===== src/hdl/mat_config.svh =====
// ~~~~~~~~~~~~~~~~~~~~~~~~~~~~~~~~~~~~~~~
// MAT_N must be a power of two and divisible by LANES
// ~~~~~~~~~~~~~~~~~~~~~~~~~~~~~~~~~~~~~~~

`ifndef MAT_CONFIG_SVH
`define MAT_CONFIG_SVH

// matrix order, both operands are square
`define MAT_N 4

// signed operand element width in bits
`define ELEM_W 8

// number of dot-product lanes working on one entry
// each lane covers MAT_N/LANES terms of the dot product
`define LANES 2

`endif


===== src/hdl/mat_types_pkg.sv =====
// ~~~~~~~~~~~~~~~~~~~~~~~~~~~~~~~~~~~~~~~
// all data types are signed two's complement, matrices row-major
// result entries are wide enough for MAT_N = 4 full-range products
// ~~~~~~~~~~~~~~~~~~~~~~~~~~~~~~~~~~~~~~~

`include "mat_config.svh"

package mat_types_pkg;

	// one operand element
	typedef logic signed [`ELEM_W-1:0] elem_t;

	// product of two operand elements
	typedef logic signed [2*`ELEM_W-1:0] prod_t;

	// sum of the products one lane covers
	typedef logic signed [2*`ELEM_W:0] part_t;

	// one entry of the result matrix
	typedef logic signed [2*`ELEM_W+1:0] res_elem_t;

	// one job, element r*MAT_N+c holds row r, column c
	typedef struct packed {
		elem_t [`MAT_N*`MAT_N-1:0] a;
		elem_t [`MAT_N*`MAT_N-1:0] b;
	} mat_in_t;

	// product matrix, same row-major layout as the operands
	typedef struct packed {
		res_elem_t [`MAT_N*`MAT_N-1:0] c;
	} mat_res_t;

endpackage


===== src/hdl/mat_ctrl_pkg.sv =====
// ~~~~~~~~~~~~~~~~~~~~~~~~~~~~~~~~~~~~~~~
// entry index is {row, col}, so MAT_N must be a power of two
// ~~~~~~~~~~~~~~~~~~~~~~~~~~~~~~~~~~~~~~~

`include "mat_config.svh"

package mat_ctrl_pkg;

	import mat_types_pkg::*;

	// bits needed for a row or a column number
	localparam int RC_W = $clog2(`MAT_N);

	typedef logic [RC_W-1:0] rc_t;

	// result entry index, row in the upper half
	typedef logic [2*RC_W-1:0] idx_t;

	// index of the last result entry of a job
	localparam idx_t LAST_IDX = idx_t'(`MAT_N*`MAT_N-1);

	// one entry handed to every lane
	typedef struct packed {
		logic valid;
		idx_t idx;
		elem_t [`MAT_N-1:0] row_a;
		elem_t [`MAT_N-1:0] col_b;
	} lane_issue_t;

	// partial dot product coming back from a lane
	typedef struct packed {
		logic valid;
		idx_t idx;
		part_t sum;
	} lane_part_t;

	typedef enum logic [1:0] {IDLE, ISSUE, WAIT_REQ_LOW} seq_state_t;

	typedef enum logic [1:0] {COLLECT, OFFER, WAIT_ACK_LOW} asm_state_t;

endpackage


===== src/hdl/mat_sequencer.sv =====
// ~~~~~~~~~~~~~~~~~~~~~~~~~~~~~~~~~~~~~~~
// new job taken only while the assembler reports free
// ~~~~~~~~~~~~~~~~~~~~~~~~~~~~~~~~~~~~~~~

`timescale 1ns/1ns

`include "mat_config.svh"

module mat_sequencer
	import mat_types_pkg::*, mat_ctrl_pkg::*;
(
	input  logic        clk,
	input  logic        arst_n,
	input  logic        in_req,
	input  mat_in_t     in_job,
	input  logic        free,
	output logic        in_ack,
	output lane_issue_t issue
);

	seq_state_t state;
	idx_t       cnt;
	logic       accept;
	mat_in_t    op_q;

	rc_t row;
	rc_t col;

	elem_t [`MAT_N-1:0] row_sel;
	elem_t [`MAT_N-1:0] col_sel;

	logic               issue_vld;
	idx_t               issue_idx;
	elem_t [`MAT_N-1:0] row_q;
	elem_t [`MAT_N-1:0] col_q;

	assign accept = (state == IDLE) && in_req && free && !in_ack;

	assign {row, col} = cnt;

	// pick row of a and column of b for the current entry
	always_comb begin
		for (int k = 0; k < `MAT_N; k++) begin
			row_sel[k] = op_q.a[row * `MAT_N + k];
			col_sel[k] = op_q.b[k * `MAT_N + col];
		end
	end

	always_ff @(posedge clk or negedge arst_n) begin
		if (!arst_n) begin
			state     <= IDLE;
			in_ack    <= 1'b0;
			cnt       <= '0;
			issue_vld <= 1'b0;
		end else begin
			// ack falls once the host has released its request
			if (in_ack && !in_req) begin
				in_ack <= 1'b0;
			end
			issue_vld <= (state == ISSUE);
			case (state)
				IDLE: begin
					if (accept) begin
						in_ack <= 1'b1;
						cnt    <= '0;
						state  <= ISSUE;
					end
				end
				ISSUE: begin
					cnt <= cnt + 1'b1;
					if (cnt == LAST_IDX) begin
						state <= WAIT_REQ_LOW;
					end
				end
				WAIT_REQ_LOW: begin
					// a low ack means the request was already released
					// and in_req may carry the next job by now
					if (!in_req || !in_ack) begin
						state <= IDLE;
					end
				end
				default: state <= IDLE;
			endcase
		end
	end

	// operand store and issue payload
	always_ff @(posedge clk) begin
		if (accept) begin
			op_q <= in_job;
		end
		issue_idx <= cnt;
		row_q     <= row_sel;
		col_q     <= col_sel;
	end

	assign issue = '{valid: issue_vld, idx: issue_idx, row_a: row_q, col_b: col_q};

endmodule


===== src/hdl/dot_lane.sv =====
// ~~~~~~~~~~~~~~~~~~~~~~~~~~~~~~~~~~~~~~~
// fixed 2-cycle latency, no stall input
// ~~~~~~~~~~~~~~~~~~~~~~~~~~~~~~~~~~~~~~~

`timescale 1ns/1ns

`include "mat_config.svh"

module dot_lane
	import mat_types_pkg::*, mat_ctrl_pkg::*;
#(
	// first term of the dot product this lane covers
	parameter int k_base = 0
) (
	input  logic        clk,
	input  logic        arst_n,
	input  lane_issue_t issue,
	output lane_part_t  part
);

	localparam int TERMS = `MAT_N / `LANES;

	// stage 1
	logic                s1_vld;
	idx_t                s1_idx;
	prod_t [TERMS-1:0]   s1_prod;

	// stage 2
	part_t sum_c;
	logic  s2_vld;
	idx_t  s2_idx;
	part_t s2_sum;

	always_ff @(posedge clk or negedge arst_n) begin
		if (!arst_n) begin
			s1_vld <= 1'b0;
			s2_vld <= 1'b0;
		end else begin
			s1_vld <= issue.valid;
			s2_vld <= s1_vld;
		end
	end

	// products of this lane's share of the terms
	always_ff @(posedge clk) begin
		s1_idx <= issue.idx;
		for (int t = 0; t < TERMS; t++) begin
			s1_prod[t] <= issue.row_a[k_base + t] * issue.col_b[k_base + t];
		end
	end

	// adder tree is a plain chain for so few terms
	always_comb begin
		sum_c = '0;
		for (int t = 0; t < TERMS; t++) begin
			sum_c = sum_c + part_t'(s1_prod[t]);
		end
	end

	always_ff @(posedge clk) begin
		s2_idx <= s1_idx;
		s2_sum <= sum_c;
	end

	assign part = '{valid: s2_vld, idx: s2_idx, sum: s2_sum};

endmodule


===== src/hdl/mat_assembler.sv =====
// ~~~~~~~~~~~~~~~~~~~~~~~~~~~~~~~~~~~~~~~
// both lanes must deliver the same entry in the same cycle
// ~~~~~~~~~~~~~~~~~~~~~~~~~~~~~~~~~~~~~~~

`timescale 1ns/1ns

module mat_assembler
	import mat_types_pkg::*, mat_ctrl_pkg::*;
(
	input  logic       clk,
	input  logic       arst_n,
	input  lane_part_t part_lo,
	input  lane_part_t part_hi,
	input  logic       res_ack,
	output logic       res_req,
	output mat_res_t   res_data,
	output logic       free
);

	asm_state_t state;
	logic       store;
	res_elem_t  sum_c;
	mat_res_t   res_q;

	// lanes run in lockstep, lo lane supplies the index
	assign store = (state == COLLECT) && part_lo.valid && part_hi.valid;

	assign sum_c = res_elem_t'(part_lo.sum) + res_elem_t'(part_hi.sum);

	always_ff @(posedge clk or negedge arst_n) begin
		if (!arst_n) begin
			state   <= COLLECT;
			res_req <= 1'b0;
			free    <= 1'b1;
		end else begin
			case (state)
				COLLECT: begin
					if (store) begin
						free <= 1'b0;
						if (part_lo.idx == LAST_IDX) begin
							res_req <= 1'b1;
							state   <= OFFER;
						end
					end
				end
				OFFER: begin
					if (res_ack) begin
						res_req <= 1'b0;
						state   <= WAIT_ACK_LOW;
					end
				end
				WAIT_ACK_LOW: begin
					// host done, ready for the next job
					if (!res_ack) begin
						free  <= 1'b1;
						state <= COLLECT;
					end
				end
				default: state <= COLLECT;
			endcase
		end
	end

	// result matrix, written only while collecting
	always_ff @(posedge clk) begin
		if (store) begin
			res_q.c[part_lo.idx] <= sum_c;
		end
	end

	assign res_data = res_q;

endmodule


===== src/hdl/mat_mult_top.sv =====
// ~~~~~~~~~~~~~~~~~~~~~~~~~~~~~~~~~~~~~~~
// res_req follows in_ack by a fixed 19 cycles
// ~~~~~~~~~~~~~~~~~~~~~~~~~~~~~~~~~~~~~~~

`timescale 1ns/1ns

module mat_mult_top
	import mat_types_pkg::*, mat_ctrl_pkg::*;
(
	input  logic     clk,
	input  logic     arst_n,
	input  logic     in_req,
	input  mat_in_t  in_job,
	input  logic     res_ack,
	output logic     in_ack,
	output logic     res_req,
	output mat_res_t res_data
);

	lane_issue_t issue;
	lane_part_t  part_lo;
	lane_part_t  part_hi;
	logic        free;

	mat_sequencer u_seq (
		.clk    (clk),
		.arst_n (arst_n),
		.in_req (in_req),
		.in_job (in_job),
		.free   (free),
		.in_ack (in_ack),
		.issue  (issue)
	);

	// lower half of the terms
	dot_lane #(.k_base(0)) u_lane_lo (
		.clk    (clk),
		.arst_n (arst_n),
		.issue  (issue),
		.part   (part_lo)
	);

	// upper half of the terms
	dot_lane #(.k_base(2)) u_lane_hi (
		.clk    (clk),
		.arst_n (arst_n),
		.issue  (issue),
		.part   (part_hi)
	);

	mat_assembler u_asm (
		.clk      (clk),
		.arst_n   (arst_n),
		.part_lo  (part_lo),
		.part_hi  (part_hi),
		.res_ack  (res_ack),
		.res_req  (res_req),
		.res_data (res_data),
		.free     (free)
	);

endmodule


===== config.mk =====
export PLATFORM = sky130hd
export DESIGN_NAME = mat_mult_top
export DESIGN_NICKNAME = d
export VERILOG_FILES = /design/src/hdl/mat_types_pkg.sv /design/src/hdl/mat_ctrl_pkg.sv /design/src/hdl/mat_sequencer.sv /design/src/hdl/dot_lane.sv /design/src/hdl/mat_assembler.sv /design/src/hdl/mat_mult_top.sv
export VERILOG_INCLUDE_DIRS = /design/src /design/src/hdl
export SDC_FILE = /design/constraint.sdc
export NUM_CORES = 1
export LEC_CHECK = 0
export BUFFER_PORTS_ARGS = -buffer_cell sky130_fd_sc_hd__buf_2
export CAP_MARGIN = 25
export CORE_ASPECT_RATIO = 0.7
export CORE_MARGIN = 4
export CORE_UTILIZATION = 40
export CTS_BUF_LIST = sky130_fd_sc_hd__clkbuf_4
export DETAILED_ROUTE_END_ITERATION = 10
export MAX_ROUTING_LAYER = met4
export PLACE_DENSITY = 0.6
export SLEW_MARGIN = 20
export SYNTH_ARGS = -nofsm -noshare
export SYNTH_HDL_FRONTEND = slang
export SYNTH_HIERARCHICAL = 1
export SYNTH_SLANG_ARGS = --single-unit

===== constraint.sdc =====
create_clock -name clk -period 13.3 [get_ports clk]
set_clock_uncertainty 0.2 [all_clocks]
set_input_delay 1.33 -clock clk [delete_from_list [all_inputs] [get_ports clk]]
set_output_delay 1.33 -clock clk [all_outputs]
set_load 0.03 [all_outputs]

==> results of run 1 <==
## layout by cell type (no fill, tap or decap), types with 11 or more instances in the layout
cell type	n
buf_4	18
nor2_1	52
nand3_1	15
nor2b_1	33
clkinv_1	26
edfxtp_1	544
and2_1	176
mux4_2	59
fa_1	223
clkbuf_4	259
nand2_1	91
nand2b_1	24
a21oi_1	46
dfxtp_1	174
inv_1	351
nor3_1	12
buf_2	549
a21o_1	25
xor2_1	20
xnor2_1	67
ha_1	166
dfrtp_1	11
o21ai_0	45
o21a_1	16
## metrics by stage
stage	worst slack, ps	utilization (%)
final	8650	48.5
after floorplan	2580	-
after CTS	8650	48.4
after detailed placement	8520	45.7
after global routing	8320	48.5
after global placement	8690	45.6
## state kept, by name, summed over array words and instances (netlist names), 2 cells and up
| register | flops |
|---|---|
| u_seq/cnt | 4 |
| u_lane_lo/s1_prod | 32 |
| u_seq/op_q | 256 |
| u_seq/state | 2 |
| u_asm/res_data | 288 |
| u_asm/state | 2 |
| u_lane_lo/s2_sum | 17 |
| u_seq/issue_idx | 4 |
| u_lane_hi/s1_prod | 32 |
| u_seq/issue | 64 |
| u_lane_hi/s2_sum | 17 |
| u_lane_lo/s1_idx | 4 |
| u_lane_lo/s2_idx | 4 |
## cell type report
cell class              instances  area, sq um
inverters                     351         1320
well taps                    1137         1420
fillers                      7538        43700
flip-flops and latches        734        20200
repair buffers                576         2990
clock inverters                51          355
multi-input cells            1209        12900
clock buffers                 259         1940
diodes                          8         20.0
## worst max-delay path, cell delays in order (launching register included)
cell      delay, ps
dfxtp_1         500
nand2_1         130
fa_1            500
fa_1            540
inv_1            50
fa_1            520
inv_1            50
fa_1            520
inv_1            40
ha_1            340
nand2_1          60
o21ai_0         310
o21ai_0         250
o211ai_1        220
o211ai_1        140
xnor2_1         140
## final timing paths
path	slack, ps	to	cells after the start	startpoint
max	8650	u_lane_hi/s1_prod[31]	15	u_seq/issue[30]
min	120	u_lane_lo/s1_idx[3]	0	u_seq/issue_idx[3]
max reg2reg	8650	u_lane_hi/s1_prod[31]	15	u_seq/issue[30]
min reg2reg	120	u_lane_lo/s1_idx[3]	0	u_seq/issue_idx[3]
max in group asynchronous	11860	u_asm/free	2	arst_n
min in group asynchronous	620	u_seq/in_ack	2	arst_n
## per-layer routing
layer / GRT usage, % / wire length [um] / vias to the layer above
met4: 5.55 / 1530 / 0
met2: 27.3 / 36100 / 688
met1: 24.2 / 35900 / 9999
met3: 4.20 / 5780 / 115
li1: - / - / 9537
met5: - / 0 / -
==> flow_summary.yaml, run 1 <==
placement:
  place_congestion: 0.855
  place.detailed.hpwl_um: 59500
  placed_cells: 4002
  placed_cell_area_sq_um: 38800
  io_buffers: 549
timing:
  rsz0062_at_grt: "no"
  clock.fmax_mhz: 215
  fin_setup_tns_ps: 0
  finalCritPeriodShare_pct: 34.9
  finalCriticalPeriod_ps: 4650
  whs_ps: 124
  relSlewSlack_pct: 31.3
  final-hold-violation-count: 0
  slew_viol_final: 0
  worst_pin_slew_ps: 1030
  final-setup-viol-count: 0
grt:
  antenna_found_initial: 8
  grt_start_max_net_pins: 88
  grt_usage_pct: 18.0
  grt_pass1_wl_um: 121000
  grt_pass1_vias: 21513
  overflow: 0
clock_tree:
  h-tree-depth: 4
  cts_root_buffer: "clkbuf_4"
  clk_latency_ps: 1010
  clk_path_buf_depth: 3
  clkSlewWorstSetupHoldPaths_ps: 60
  cts_tree: "done"
  cts_buffers: 175
  ctsResizeCount: 0
  hold_buffers: 1
  post_cts_buffers: 0
  cts.sinks: 734
die:
  core-area_sq_um: 84900
  die_area_sq_um: 91000
  rows: 89
  fp.dieW_um: 359
  io_pins: 550
  dieHeight_um: 254
  start_util_pct: 40.6
synth:
  avgSynthCellArea_sq_um: 14.9
  synth_area_sq_um: 34400
  yosysWarnings: 6
  synth_cells: 2314
  synthesis.nets: 2963
critical_path:
  end_kind: "register"
  criticalPathCategory: "reg -> reg"
  cp-start-kind: "register"
  cp_data_required_time_ps: 13970
  arrival_ps: 5310
  crit_path_max_fanout: 8
run:
  max_cap_violations: 0
layout:
  area_growth_pct: 19.5
  nets: 3696
  layout-drive-gt1-share_pct: 30.6
  fin_area_sq_um: 41200
  final_cell_count_no_fill: 4325
drt:
  wl_per_cell_um: 18.3
  avgViaCountPerCell: 4.70
  drt_iter0_markers: 1372
  drc_errors: 0
  wl_um: 79300
  route.vias.total: 20339
  drt_first_pass_iters: 5
  antenna_left: 0
min_path:
  min_path_type: "reg -> reg"
outcome:
  status: "finished clean"
Power of run 1 is not shown: default switching activity piles up to over one toggle a cycle in this logic, so the estimate is an artifact.
==> run 2: changes to the inputs <==
==> constraint.sdc (replaced) <==
create_clock -name clk -period 4.8 [get_ports clk]
set_clock_uncertainty 0.2 [all_clocks]
set_input_delay 0.48 -clock clk [delete_from_list [all_inputs] [get_ports clk]]
set_output_delay 0.48 -clock clk [all_outputs]
set_load 0.03 [all_outputs]
==> flow_summary.yaml, run 2 (synthesis results as in run 1) <==
critical_path:
  crit_path_max_fanout: 8
  cp-start-kind: "register"
  arrival_ps: 5310
  end_kind: "register"
  cp_data_required_time_ps: 5540
  criticalPathCategory: "reg -> reg"
layout:
  layout-drive-gt1-share_pct: 26.2
  largest_reg_flops: 288
  final_cell_mix: "549 x buf_2, 544 x edfxtp_1, 517 x dlygate4sd3_1, 350 x inv_1, 246 x clkbuf_4"
  nets: 4206
  multi_input_area_sq_um: 12900
  final_common_cell: "buf_2"
  nFillCells: 6936
  area_growth_pct: 34.5
  ff_latch_area_sq_um: 20200
  final_cell_count_no_fill: 4842
grt:
  antenna_found_initial: 11
  grt_pass1_vias: 24787
  grt_util_met3_pct: 3.92
  grt_use_met2_pct: 34.7
  grt_start_max_net_pins: 100
  overflow: 0
  grt_usage_pct: 21.1
  grt_pass1_wl_um: 140000
  grtUsageMet1_pct: 26.3
  grt_busiest_layer: "met2"
drt:
  route.vias.total: 22822
  drc_errors: 0
  drt_iter0_markers: 1540
  avgViaCountPerCell: 4.71
  antenna_left: 0
  wl_per_cell_um: 19.0
  drt_first_pass_iters: 7
  wl_um: 92100
timing:
  rsz0062_at_grt: "no"
  final-hold-violation-count: 0
  fin_setup_tns_ps: 0
  final-setup-viol-count: 0
  slew_viol_final: 0
  worst_pin_slew_ps: 1030
  finalCritPeriodShare_pct: 95.2
  relSlewSlack_pct: 30.8
  finalCriticalPeriod_ps: 4570
  clock.fmax_mhz: 219
clock_tree:
  h-tree-depth: 4
  cts_tree: "done"
  post_cts_buffers: 0
  clkSlewWorstSetupHoldPaths_ps: 90
  clk_latency_ps: 1080
  cts.sinks: 734
  cts_root_buffer: "clkbuf_4"
  cts_buffers: 172
  clk_path_buf_depth: 3
die:
  fp.dieW_um: 359
  rows: 89
  dieHeight_um: 254
  start_util_pct: 40.6
  die_area_sq_um: 91000
  io_pins: 550
  core-area_sq_um: 84900
placement:
  place_congestion: 0.854
  io_buffers: 549
  placed_cells: 3998
  place.detailed.hpwl_um: 60100
run:
  max_cap_violations: 0
min_path:
  min_path_type: "reg -> reg"
outcome:
  status: "finished clean"
-- run 2: area by class of cell --
cell class              count  area share (%)
inverters                 351            2.84
well taps                1137            3.07
repair buffers           1089            17.6
flip-flops and latches    734            43.7
clock buffers             246            3.99
multi-input cells        1209            27.9
diodes                     13          0.0702
clock inverters            63           0.818
-- run 2: per-layer routing --
| metal | vias up | share of wire (%) |
|---|---|---|
| met5 | - | 0 |
| met4 | 0 | 2.0 |
| met3 | 119 | 5.9 |
| met2 | 801 | 49 |
| met1 | 11322 | 43 |
| li1 | 10580 | - |
-- run 2: per-stage QoR --
stage	worst slack (ps)	hold WS (ps)	instance area [sq um]	util, %
after global routing	23.9	63.5	46300	54.6
after global placement	196	111	38800	45.7
final	230	127	46300	54.6
after floorplan	-4770	-15.6	34500	-
after detailed placement	127	112	38800	45.7
after CTS	105	36.3	46200	54.5
-- run 2: worst paths after layout --
path,depth (start not counted),slack [ps],end,startpoint
min in group asynchronous,3,240,u_seq/state[1],arst_n
hold reg to reg,0,130,u_lane_lo/s2_idx[0],u_lane_lo/s1_idx[0]
max in group asynchronous,4,3610,u_asm/free,arst_n
setup reg to reg,14,230,u_lane_hi/s1_prod[14],u_seq/issue[20]
hold / removal,0,130,u_lane_lo/s2_idx[0],u_lane_lo/s1_idx[0]
setup / recovery,14,230,u_lane_hi/s1_prod[14],u_seq/issue[20]
-- run 2: critical path, cell delays in order (launching register included) --
cell	delay (ps)
dfxtp_1	380
and2_1	200
fa_2	630
inv_2	90
fa_1	530
inv_1	60
fa_1	530
inv_1	60
fa_1	540
inv_1	40
ha_1	220
or4_1	540
a21oi_2	160
o31ai_1	100
xor2_1	150
-- run 2: repair_timing --
item | CTS | global route
endpoints found under the hold margin | 539 | 0
endpoints found under the setup margin | 0 | 9
resized for setup | 0 | 11
hold buffers | 517 | 0
Power of run 2 is left out for the same reason.
